[src/source/sch_pkg.sv]
// shared widths, encodings and record layouts of the scheduling pipe
// the blocks refer to everything here by scoped name
package sch_pkg;

  // ==============================
  // widths
  // ==============================
  localparam int NUM_LB_CQ = 64;
  localparam int CQ_IDX_W  = 6;
  localparam int CQ_W      = 7;
  localparam int CMP_ID_W  = 4;
  localparam int SN_FID_W  = 12;

  typedef logic [CQ_W-1:0]     cq_t;
  typedef logic [CQ_IDX_W-1:0] cq_idx_t;
  typedef logic [CMP_ID_W-1:0] cmp_id_t;
  typedef logic [SN_FID_W-1:0] sn_fid_t;
  typedef logic [6:0]          qid_t;
  typedef logic [15:0]         lockid_t;

  // ==============================
  // encodings
  // ==============================
  typedef enum logic [1:0] {
    ATOMIC    = 2'd0,
    UNORDERED = 2'd1,
    ORDERED   = 2'd2,
    DIRECTED  = 2'd3
  } qtype_e;

  // only a schedule command carries work
  typedef enum logic [1:0] {
    QED_CMD_SCHED = 2'd0,
    QED_CMD_NOOP  = 2'd1,
    QED_CMD_FLUSH = 2'd2
  } qed_cmd_e;

  // ==============================
  // records
  // ==============================
  // pad_ok is reused as partial parity on the outbound record
  typedef struct packed {
    logic cq_is_ldb;
    logic congestion_management;
    logic write_buffer_optimization;
    logic ignore_cq_depth;
    logic pad_ok;
  } core_flags_t;

  typedef struct packed {
    logic [1:0]  qe_wt;
    lockid_t     lockid;
    logic        ao_v;
    qtype_e      qtype;
    logic [2:0]  qpri;
    qid_t        qid;
    logic [31:0] payload;
  } hcw_t;

  // queue engine pop, covers directed, ordered and unordered
  typedef struct packed {
    qed_cmd_e    cmd;
    cq_t         cq;
    logic [2:0]  qidix;
    core_flags_t flags;
    hcw_t        hcw;
    sn_fid_t     flid;
    sn_fid_t     sn;
    logic [2:0]  reord_mode;
    logic [4:0]  reord_slot;
    logic        parity;
  } qed_sch_t;

  // atomic engine pop
  typedef struct packed {
    cq_t         cq;
    qid_t        qid;
    logic [2:0]  qidix;
    core_flags_t flags;
    hcw_t        hcw;
    sn_fid_t     fid;
    logic        parity;
  } aqed_sch_t;

  typedef struct packed {
    logic       parity;
    qtype_e     qtype;
    logic [2:0] qpri;
    logic [5:0] qid;
    logic       qidix_msb;
    logic [2:0] qidix;
    logic [2:0] reord_mode;
    logic [4:0] reord_slot;
    sn_fid_t    sn_fid;
  } hist_info_t;

  typedef struct packed {
    logic [1:0] qe_wt;
    lockid_t    hid;
    cmp_id_t    cmp_id;
    hist_info_t info;
  } hist_list_t;

  // record carried down P0..P5
  typedef struct packed {
    cq_t         cq;
    core_flags_t flags;
    hcw_t        hcw;
    cmp_id_t     cmp_id;
    logic        hist_v;
    hist_list_t  hist;
    logic        atmsch;
  } sch_state_t;

  typedef struct packed {
    hcw_t        hcw;
    core_flags_t flags;
    cmp_id_t     cmp_id;
    cq_t         cq;
    logic        cq_is_ldb;
    logic        error;
  } outbound_hcw_t;

endpackage

[src/source/sch_ingress.sv]
// front of the scheduling pipe
// merges queue engine and atomic engine pops into the P0 record,
// hands out completion IDs and checks ingress parity
`timescale 1ns/1ps
module sch_ingress (
  input  logic                hqm_gated_clk,
  input  logic                hqm_gated_rst_b,
  input  logic                qed_sch_pop,
  input  sch_pkg::qed_sch_t   qed_sch_data,
  input  logic                aqed_sch_pop,
  input  sch_pkg::aqed_sch_t  aqed_sch_data,
  output logic                p0_v,
  output sch_pkg::sch_state_t p0_state,
  output sch_pkg::sn_fid_t    p0_fid,
  output logic                err_ingress_parity
);

  logic                pop_any;
  logic                qed_sched;
  logic                qed_lb;
  logic                hist_take;
  logic                qed_par;
  logic                aqed_par;
  sch_pkg::hcw_t       src_hcw;
  sch_pkg::core_flags_t src_flags;
  sch_pkg::cmp_id_t    cmp_id_q;
  sch_pkg::cmp_id_t    cmp_id_nxt;
  sch_pkg::sch_state_t p0_nxt;
  sch_pkg::sn_fid_t    fid_nxt;

  // the four flag bits covered by ingress parity
  function automatic logic [3:0] flag_bits(sch_pkg::core_flags_t f);
    return {f.cq_is_ldb, f.congestion_management, f.write_buffer_optimization,
            f.ignore_cq_depth};
  endfunction

  assign pop_any   = qed_sch_pop | aqed_sch_pop;
  assign qed_sched = qed_sch_pop & (qed_sch_data.cmd == sch_pkg::QED_CMD_SCHED);
  assign qed_lb    = qed_sched & qed_sch_data.flags.cq_is_ldb;
  // load-balanced work gets a completion ID and a history entry
  assign hist_take = qed_lb | aqed_sch_pop;

  // pops are exclusive, so one source mux serves both
  assign src_hcw   = qed_sch_pop ? qed_sch_data.hcw : aqed_sch_data.hcw;
  assign src_flags = qed_sch_pop ? qed_sch_data.flags : aqed_sch_data.flags;

  // ==============================
  // ingress parity
  // ==============================
  // odd parity, an even count of ones is an error
  assign qed_par  = ^{qed_sch_data.parity, qed_sch_data.cq, qed_sch_data.qidix,
                      flag_bits(qed_sch_data.flags)};
  assign aqed_par = ^{aqed_sch_data.parity, aqed_sch_data.cq, aqed_sch_data.qidix,
                      flag_bits(aqed_sch_data.flags)};

  assign err_ingress_parity = (qed_sched & ~qed_par) | (aqed_sch_pop & ~aqed_par);

  // ==============================
  // P0 record
  // ==============================
  always_comb begin
    p0_nxt     = '0;
    cmp_id_nxt = cmp_id_q;
    fid_nxt    = qed_sch_pop ? qed_sch_data.flid : aqed_sch_data.fid;

    // noop and flush leave the record zeroed
    if (qed_sched | aqed_sch_pop) begin
      p0_nxt.cq    = qed_sch_pop ? qed_sch_data.cq : aqed_sch_data.cq;
      p0_nxt.flags = src_flags;
      p0_nxt.hcw   = src_hcw;
    end

    if (hist_take) begin
      p0_nxt.cmp_id              = cmp_id_q;
      cmp_id_nxt                 = cmp_id_q + 1'b1;
      p0_nxt.hist_v              = 1'b1;
      p0_nxt.hist.qe_wt          = src_hcw.qe_wt;
      p0_nxt.hist.hid            = src_hcw.lockid;
      p0_nxt.hist.cmp_id         = cmp_id_q;
      p0_nxt.hist.info.qtype     = src_hcw.qtype;
      p0_nxt.hist.info.qpri      = src_hcw.qpri;
      p0_nxt.hist.info.qid       = src_hcw.qid[5:0];
      p0_nxt.hist.info.qidix_msb = src_flags.ignore_cq_depth;
    end

    if (qed_lb) begin
      p0_nxt.hist.info.qidix      = qed_sch_data.qidix;
      p0_nxt.hist.info.reord_mode = qed_sch_data.reord_mode;
      p0_nxt.hist.info.reord_slot = qed_sch_data.reord_slot;
      // ordered traffic tracks the sequence number, the rest the lock ID
      if ((src_hcw.qtype == sch_pkg::ORDERED) |
          ((src_hcw.qtype == sch_pkg::ATOMIC) & src_hcw.ao_v)) begin
        p0_nxt.hist.info.sn_fid = qed_sch_data.sn;
      end else begin
        p0_nxt.hist.info.sn_fid = src_hcw.lockid[sch_pkg::SN_FID_W-1:0];
      end
    end

    if (aqed_sch_pop) begin
      p0_nxt.atmsch           = 1'b1;
      p0_nxt.hist.info.qidix  = aqed_sch_data.qidix;
      p0_nxt.hist.info.sn_fid = aqed_sch_data.fid;
    end
  end

  always_ff @(posedge hqm_gated_clk or negedge hqm_gated_rst_b) begin
    if (!hqm_gated_rst_b) begin
      p0_v     <= 1'b0;
      cmp_id_q <= '0;
    end else begin
      p0_v     <= pop_any;
      cmp_id_q <= cmp_id_nxt;
    end
  end

  always_ff @(posedge hqm_gated_clk) begin
    if (pop_any) begin
      p0_state <= p0_nxt;
      p0_fid   <= fid_nxt;
    end
  end

endmodule

[src/source/hist_list_push.sv]
// history list push from the P0 stage
// picks list, list_a or both per CQ and builds the entries with parity
`timescale 1ns/1ps
module hist_list_push (
  input  logic                          hqm_gated_clk,
  input  logic                          hqm_gated_rst_b,
  input  logic                          p0_v,
  input  sch_pkg::sch_state_t           p0_state,
  input  sch_pkg::sn_fid_t              p0_fid,
  input  logic [sch_pkg::NUM_LB_CQ-1:0] hist_list_mode,
  output logic                          hist_list_push,
  output sch_pkg::cq_idx_t              hist_list_fifo_num,
  output sch_pkg::hist_list_t           hist_list_data,
  output logic                          hist_list_a_push,
  output sch_pkg::cq_idx_t              hist_list_a_fifo_num,
  output sch_pkg::hist_list_t           hist_list_a_data
);

  sch_pkg::cq_idx_t              idx;
  logic                          push_req;
  logic                          ao_atm;
  // per CQ, set means the next alternating push goes to list_a
  logic [sch_pkg::NUM_LB_CQ-1:0] sel_q;
  logic [sch_pkg::NUM_LB_CQ-1:0] sel_nxt;
  sch_pkg::hist_list_t           list_body;
  sch_pkg::hist_list_t           list_a_body;

  // odd parity over the info fields with the parity bit itself cleared
  function automatic logic info_parity(sch_pkg::hist_info_t info);
    sch_pkg::hist_info_t body;
    body        = info;
    body.parity = 1'b0;
    return ~(^body);
  endfunction

  assign idx      = p0_state.cq[sch_pkg::CQ_IDX_W-1:0];
  assign push_req = p0_v & p0_state.hist_v;
  assign ao_atm   = (p0_state.hcw.qtype == sch_pkg::ATOMIC) & p0_state.hcw.ao_v;

  // ==============================
  // list selection
  // ==============================
  always_comb begin
    sel_nxt          = sel_q;
    hist_list_push   = 1'b0;
    hist_list_a_push = 1'b0;
    if (hist_list_mode[idx]) begin
      // alternating mode, one entry per schedule
      if (push_req) begin
        hist_list_push   = ~sel_q[idx];
        hist_list_a_push = sel_q[idx];
        sel_nxt[idx]     = ~sel_q[idx];
      end
    end else begin
      // atomic with ao_v also lands on list_a
      hist_list_push   = push_req;
      hist_list_a_push = push_req & ao_atm;
    end
  end

  always_ff @(posedge hqm_gated_clk or negedge hqm_gated_rst_b) begin
    if (!hqm_gated_rst_b) begin
      sel_q <= '0;
    end else begin
      sel_q <= sel_nxt;
    end
  end

  // ==============================
  // push payloads
  // ==============================
  always_comb begin
    list_body   = p0_state.hist;
    list_a_body = p0_state.hist;
    if (ao_atm) begin
      list_body.info.qtype    = sch_pkg::ORDERED;
      list_a_body.info.sn_fid = p0_fid;
    end
  end

  always_comb begin
    hist_list_data             = list_body;
    hist_list_data.info.parity = info_parity(list_body.info);
  end

  always_comb begin
    hist_list_a_data             = list_a_body;
    hist_list_a_data.info.parity = info_parity(list_a_body.info);
  end

  // fifo number is the CQ within the multi-FIFO
  assign hist_list_fifo_num   = idx;
  assign hist_list_a_fifo_num = idx;

endmodule

[src/source/sch_drain_pipe.sv]
// stages P1 to P5 of the scheduling pipe
// carries records to the outbound drain FIFO push and reports pipe idle
`timescale 1ns/1ps
module sch_drain_pipe (
  input  logic                   hqm_gated_clk,
  input  logic                   hqm_gated_rst_b,
  input  logic                   p0_v,
  input  sch_pkg::sch_state_t    p0_state,
  input  logic                   hist_list_of,
  input  logic                   hist_list_a_of,
  output logic                   outbound_push,
  output sch_pkg::outbound_hcw_t outbound_data,
  output logic                   pipe_idle
);

  // stage valids, bit n is Pn
  logic [5:1]          v_q;
  sch_pkg::sch_state_t st_q [1:5];
  // overflow seen while the P5 record moved in
  logic                err_q;

  always_ff @(posedge hqm_gated_clk or negedge hqm_gated_rst_b) begin
    if (!hqm_gated_rst_b) begin
      v_q <= '0;
    end else begin
      v_q <= {v_q[4:1], p0_v};
    end
  end

  // records only move behind a valid, idle stages keep stale data
  always_ff @(posedge hqm_gated_clk) begin
    if (p0_v) begin
      st_q[1] <= p0_state;
    end
    for (int i = 2; i <= 5; i++) begin
      if (v_q[i-1]) begin
        st_q[i] <= st_q[i-1];
      end
    end
    if (v_q[4]) begin
      err_q <= hist_list_of | hist_list_a_of;
    end
  end

  // ==============================
  // P5 outbound push
  // ==============================
  always_comb begin
    outbound_data.hcw       = st_q[5].hcw;
    outbound_data.flags     = st_q[5].flags;
    outbound_data.cmp_id    = st_q[5].cmp_id;
    outbound_data.cq        = st_q[5].cq;
    outbound_data.cq_is_ldb = st_q[5].flags.cq_is_ldb;
    outbound_data.error     = err_q;
    // partial parity rides in the pad_ok slot, odd
    outbound_data.flags.pad_ok = ~(^{st_q[5].cq, st_q[5].flags.cq_is_ldb, err_q,
                                     st_q[5].cmp_id});
  end

  assign outbound_push = v_q[5];
  assign pipe_idle     = ~p0_v & ~(|v_q);

endmodule

[src/source/sch_pipe_top.sv]
// top of the scheduling pipe
// ingress feeds P0, the history push and the drain stages both read it
`timescale 1ns/1ps
module sch_pipe_top (
  input  logic                          hqm_gated_clk,
  input  logic                          hqm_gated_rst_b,
  input  logic                          qed_sch_pop,
  input  sch_pkg::qed_sch_t             qed_sch_data,
  input  logic                          aqed_sch_pop,
  input  sch_pkg::aqed_sch_t            aqed_sch_data,
  output logic                          err_ingress_parity,
  input  logic [sch_pkg::NUM_LB_CQ-1:0] hist_list_mode,
  output logic                          hist_list_push,
  output sch_pkg::cq_idx_t              hist_list_fifo_num,
  output sch_pkg::hist_list_t           hist_list_data,
  output logic                          hist_list_a_push,
  output sch_pkg::cq_idx_t              hist_list_a_fifo_num,
  output sch_pkg::hist_list_t           hist_list_a_data,
  input  logic                          hist_list_of,
  input  logic                          hist_list_a_of,
  output logic                          outbound_push,
  output sch_pkg::outbound_hcw_t        outbound_data,
  output logic                          pipe_idle
);

  // P0 stage shared by both consumers
  logic                p0_v;
  sch_pkg::sch_state_t p0_state;
  sch_pkg::sn_fid_t    p0_fid;

  sch_ingress ingress_i (
    .hqm_gated_clk      (hqm_gated_clk),
    .hqm_gated_rst_b    (hqm_gated_rst_b),
    .qed_sch_pop        (qed_sch_pop),
    .qed_sch_data       (qed_sch_data),
    .aqed_sch_pop       (aqed_sch_pop),
    .aqed_sch_data      (aqed_sch_data),
    .p0_v               (p0_v),
    .p0_state           (p0_state),
    .p0_fid             (p0_fid),
    .err_ingress_parity (err_ingress_parity)
  );

  hist_list_push hist_push_i (
    .hqm_gated_clk        (hqm_gated_clk),
    .hqm_gated_rst_b      (hqm_gated_rst_b),
    .p0_v                 (p0_v),
    .p0_state             (p0_state),
    .p0_fid               (p0_fid),
    .hist_list_mode       (hist_list_mode),
    .hist_list_push       (hist_list_push),
    .hist_list_fifo_num   (hist_list_fifo_num),
    .hist_list_data       (hist_list_data),
    .hist_list_a_push     (hist_list_a_push),
    .hist_list_a_fifo_num (hist_list_a_fifo_num),
    .hist_list_a_data     (hist_list_a_data)
  );

  sch_drain_pipe drain_i (
    .hqm_gated_clk   (hqm_gated_clk),
    .hqm_gated_rst_b (hqm_gated_rst_b),
    .p0_v            (p0_v),
    .p0_state        (p0_state),
    .hist_list_of    (hist_list_of),
    .hist_list_a_of  (hist_list_a_of),
    .outbound_push   (outbound_push),
    .outbound_data   (outbound_data),
    .pipe_idle       (pipe_idle)
  );

endmodule

[config.mk]
export PLATFORM = sky130hd
export DESIGN_NAME = sch_pipe_top
export DESIGN_NICKNAME = d
export VERILOG_FILES = /design/src/source/sch_pkg.sv /design/src/source/sch_ingress.sv /design/src/source/hist_list_push.sv /design/src/source/sch_drain_pipe.sv /design/src/source/sch_pipe_top.sv
export SDC_FILE = /design/constraint.sdc
export NUM_CORES = 1
export LEC_CHECK = 0
export BUFFER_PORTS_ARGS = -buffer_cell sky130_fd_sc_hd__buf_2
export CAP_MARGIN = 25
export CORE_UTILIZATION = 43
export DETAILED_ROUTE_END_ITERATION = 8
export PLACE_DENSITY = 0.73
export SYNTH_ARGS = -nofsm -noshare
export SYNTH_HDL_FRONTEND = slang
export SYNTH_HIERARCHICAL = 1
export SYNTH_SLANG_ARGS = --single-unit
[constraint.sdc]
create_clock -name hqm_gated_clk -period 8.9 [get_ports hqm_gated_clk]
set_input_delay 0.89 -clock hqm_gated_clk [delete_from_list [all_inputs] [get_ports hqm_gated_clk]]
set_output_delay 0.89 -clock hqm_gated_clk [all_outputs]
set_load 0.02 [all_outputs]
==> metrics.cfg <==
[status]
outcome=finished clean

[route]
post-route-drc-count=0
post_drt_wl_per_cell_um=20.1
ant_nets=0
via_count=13254
drtIter0Drc=1041
drt-total-wl_um=53300
dr.pass1.iters=5
via_per_inst=5.00

[setup_path]
cp.depth=8
critical-path-max-stage-delay_ps=690
path_class=flip-flop to output port
critical_path_required_ps=8010
path_buf_inv=2
cp-end-kind=output port
cpMaxStageDelayCell=nor2b_1
path_cells=buf_4 > nor2b_1 > a221oi_1 > o211ai_1 > o2111ai_1 > and4_2 > a211oi_1 > buf_2
startpoint_type=flip-flop
arrival_ps=4040
path_max_fanout=65
cp_top_family=simple AND/OR/NAND/NOR gates
reg2regPathDepth=9

[floorplanning]
die_w_um=243
placementRows=87
dieArea_um2=59000
die_h_um=243
start_util_pct=43.9
coreArea_um2=56800
ioPinCount=495

[timing]
relSlewSlack_pct=25.6
setup_viol=0
rsz0062_at_grt=false
hold_viol=0
min_period_over_period_pct=55.4
fmax_mhz=203
min_period_ps=4930
fin_hold_ws_ps=98.8
drv_slew=0
clock_skew_ps=62.6
setup_tns_ps=0
worst_pin_slew_ps=1110

[grt]
grt_use_total_pct=17.8
antenna_found_initial=2
first_global_vias=13464
grt_max_degree=75
grt_overflow=0
grt_pass1_wl_um=79800

[synth]
ys_warn_count=6
syn_inst=1545
synth_area_um2=24900
synth_nets=1827
avgSynthCellArea_um2=16.1

[placement]
io_buffers=485
place_area_um2=26700
gp_congestion=0.951
hpwl_um=37000

[clock_network]
clock_sinks=609
cts_tree=yes
cts_resized=0
cts.path.max_buffers=3
clk_pin_slew_ps=60
ctsHoldBuffers=0
numCtsBuffers=59
cts_setup_buffers=0
cts.htree.levels=2
clock_latency_ps=640
clock-root-buffer=clkbuf_16

[pwr]
intPower_mw=5.41
power_switching_mw=1.81
p_leak_nw=11.8
p_seq_share_pct=50.2
ir_drop_mv=0.168
swShare_pct=25.0
p_comb_share_pct=14.0
clockPowerShare_pct=35.8
power_density_nw_per_um2=251

[final_layout]
syn_to_final_growth_pct=15.3
nNetsFinal=2130
drive_gt1_share_pct=36.4
fin_area_um2=28700
post-route-util_pct=50.6

[run]
maxCapViolations=0

[min_path]
hp-class=primary input to asynchronous set/reset pin

-- flip-flops by register name, indices dropped and copies added, names as in the netlist --
name	flops
drain_i/err_q	1
ingress_i/cmp_id_q	4
hist_push_i/sel_q	64
drain_i/st_q	390
ingress_i/p0_state	132
ingress_i/p0_v	1
ingress_i/p0_fid	12
drain_i/v_q	5
-- placed cells by master (no fill, tap or decap), drive strengths merged, types with 4 or more instances in the layout --
cell,n
a21oi,8
a221oi,14
a22oi,4
and2,16
buf,505
bufinv,10
clkbuf,67
clkinv,29
clkinvlp,4
dfrtp,74
edfxtp,535
inv,17
mux2,97
mux2i,102
mux4,12
nand2,41
nand2b,6
nand3,54
nand4,16
nor2,143
nor2b,6
nor3,5
o21ai,19
xnor2,62
xnor3,10
xor2,7
-- layout make-up --
cell class | instances | area, µm²
repair buffers | 505 | 2610
multi-input cells | 655 | 5120
fillers | 4726 | 28100
clock buffers | 67 | 1530
diodes | 1 | 2.50
flip-flops and latches | 609 | 17900
well taps | 756 | 946
inverters | 18 | 67.6
clock inverters | 42 | 539
-- layer usage --
| metal | vias to the layer above | global-route usage [%] | wire length (µm) |
|---|---|---|---|
| met5 | - | 0 | 0 |
| met1 | 6531 | 23.4 | 22200 |
| met4 | 0 | 7.12 | 1810 |
| met3 | 104 | 3.10 | 3410 |
| li1 | 6076 | - | - |
| met2 | 543 | 29.4 | 25900 |
-- power by group through the flow --
| stage | Sequential [mW] | Clock (mW) | Combinational [mW] |
|---|---|---|---|
| detailed placement | 3.68 | 0 | 1.01 |
| finish | 3.62 | 2.59 | 1.01 |
| global placement | 3.66 | 0 | 0.996 |
| global route | 3.65 | 2.77 | 1.09 |
| floorplan | 3.64 | 0 | 0.780 |
| CTS | 3.62 | 2.66 | 1.02 |
-- metrics by stage --
step / setup WS [ps] / instances / power, mW
6_report: 3970 / 2653 / 7.22
5_1_grt: 3790 / 2653 / 7.51
3_5_place_dp: 4630 / 2542 / 4.69
4_1_cts: 3960 / 2651 / 7.30
2_1_floorplan: 5090 / 1545 / 4.42
3_3_place_gp: 4670 / 2540 / 4.66
-- final timing paths --
kind	to	slack [ps]	from
max	hist_list_a_push	3970	ingress_i/p0_state[134]
min	drain_i/v_q[5]	100	hqm_gated_rst_b
max reg2reg	hist_push_i/sel_q[39]	5460	ingress_i/p0_state[134]
min reg2reg	drain_i/st_q[0][73]	350	ingress_i/p0_state[73]
max in group asynchronous	drain_i/v_q[4]	8210	hqm_gated_rst_b
min in group hqm_gated_clk	drain_i/st_q[0][73]	350	ingress_i/p0_state[73]
Note: power is estimated with default switching activity, not from simulation.
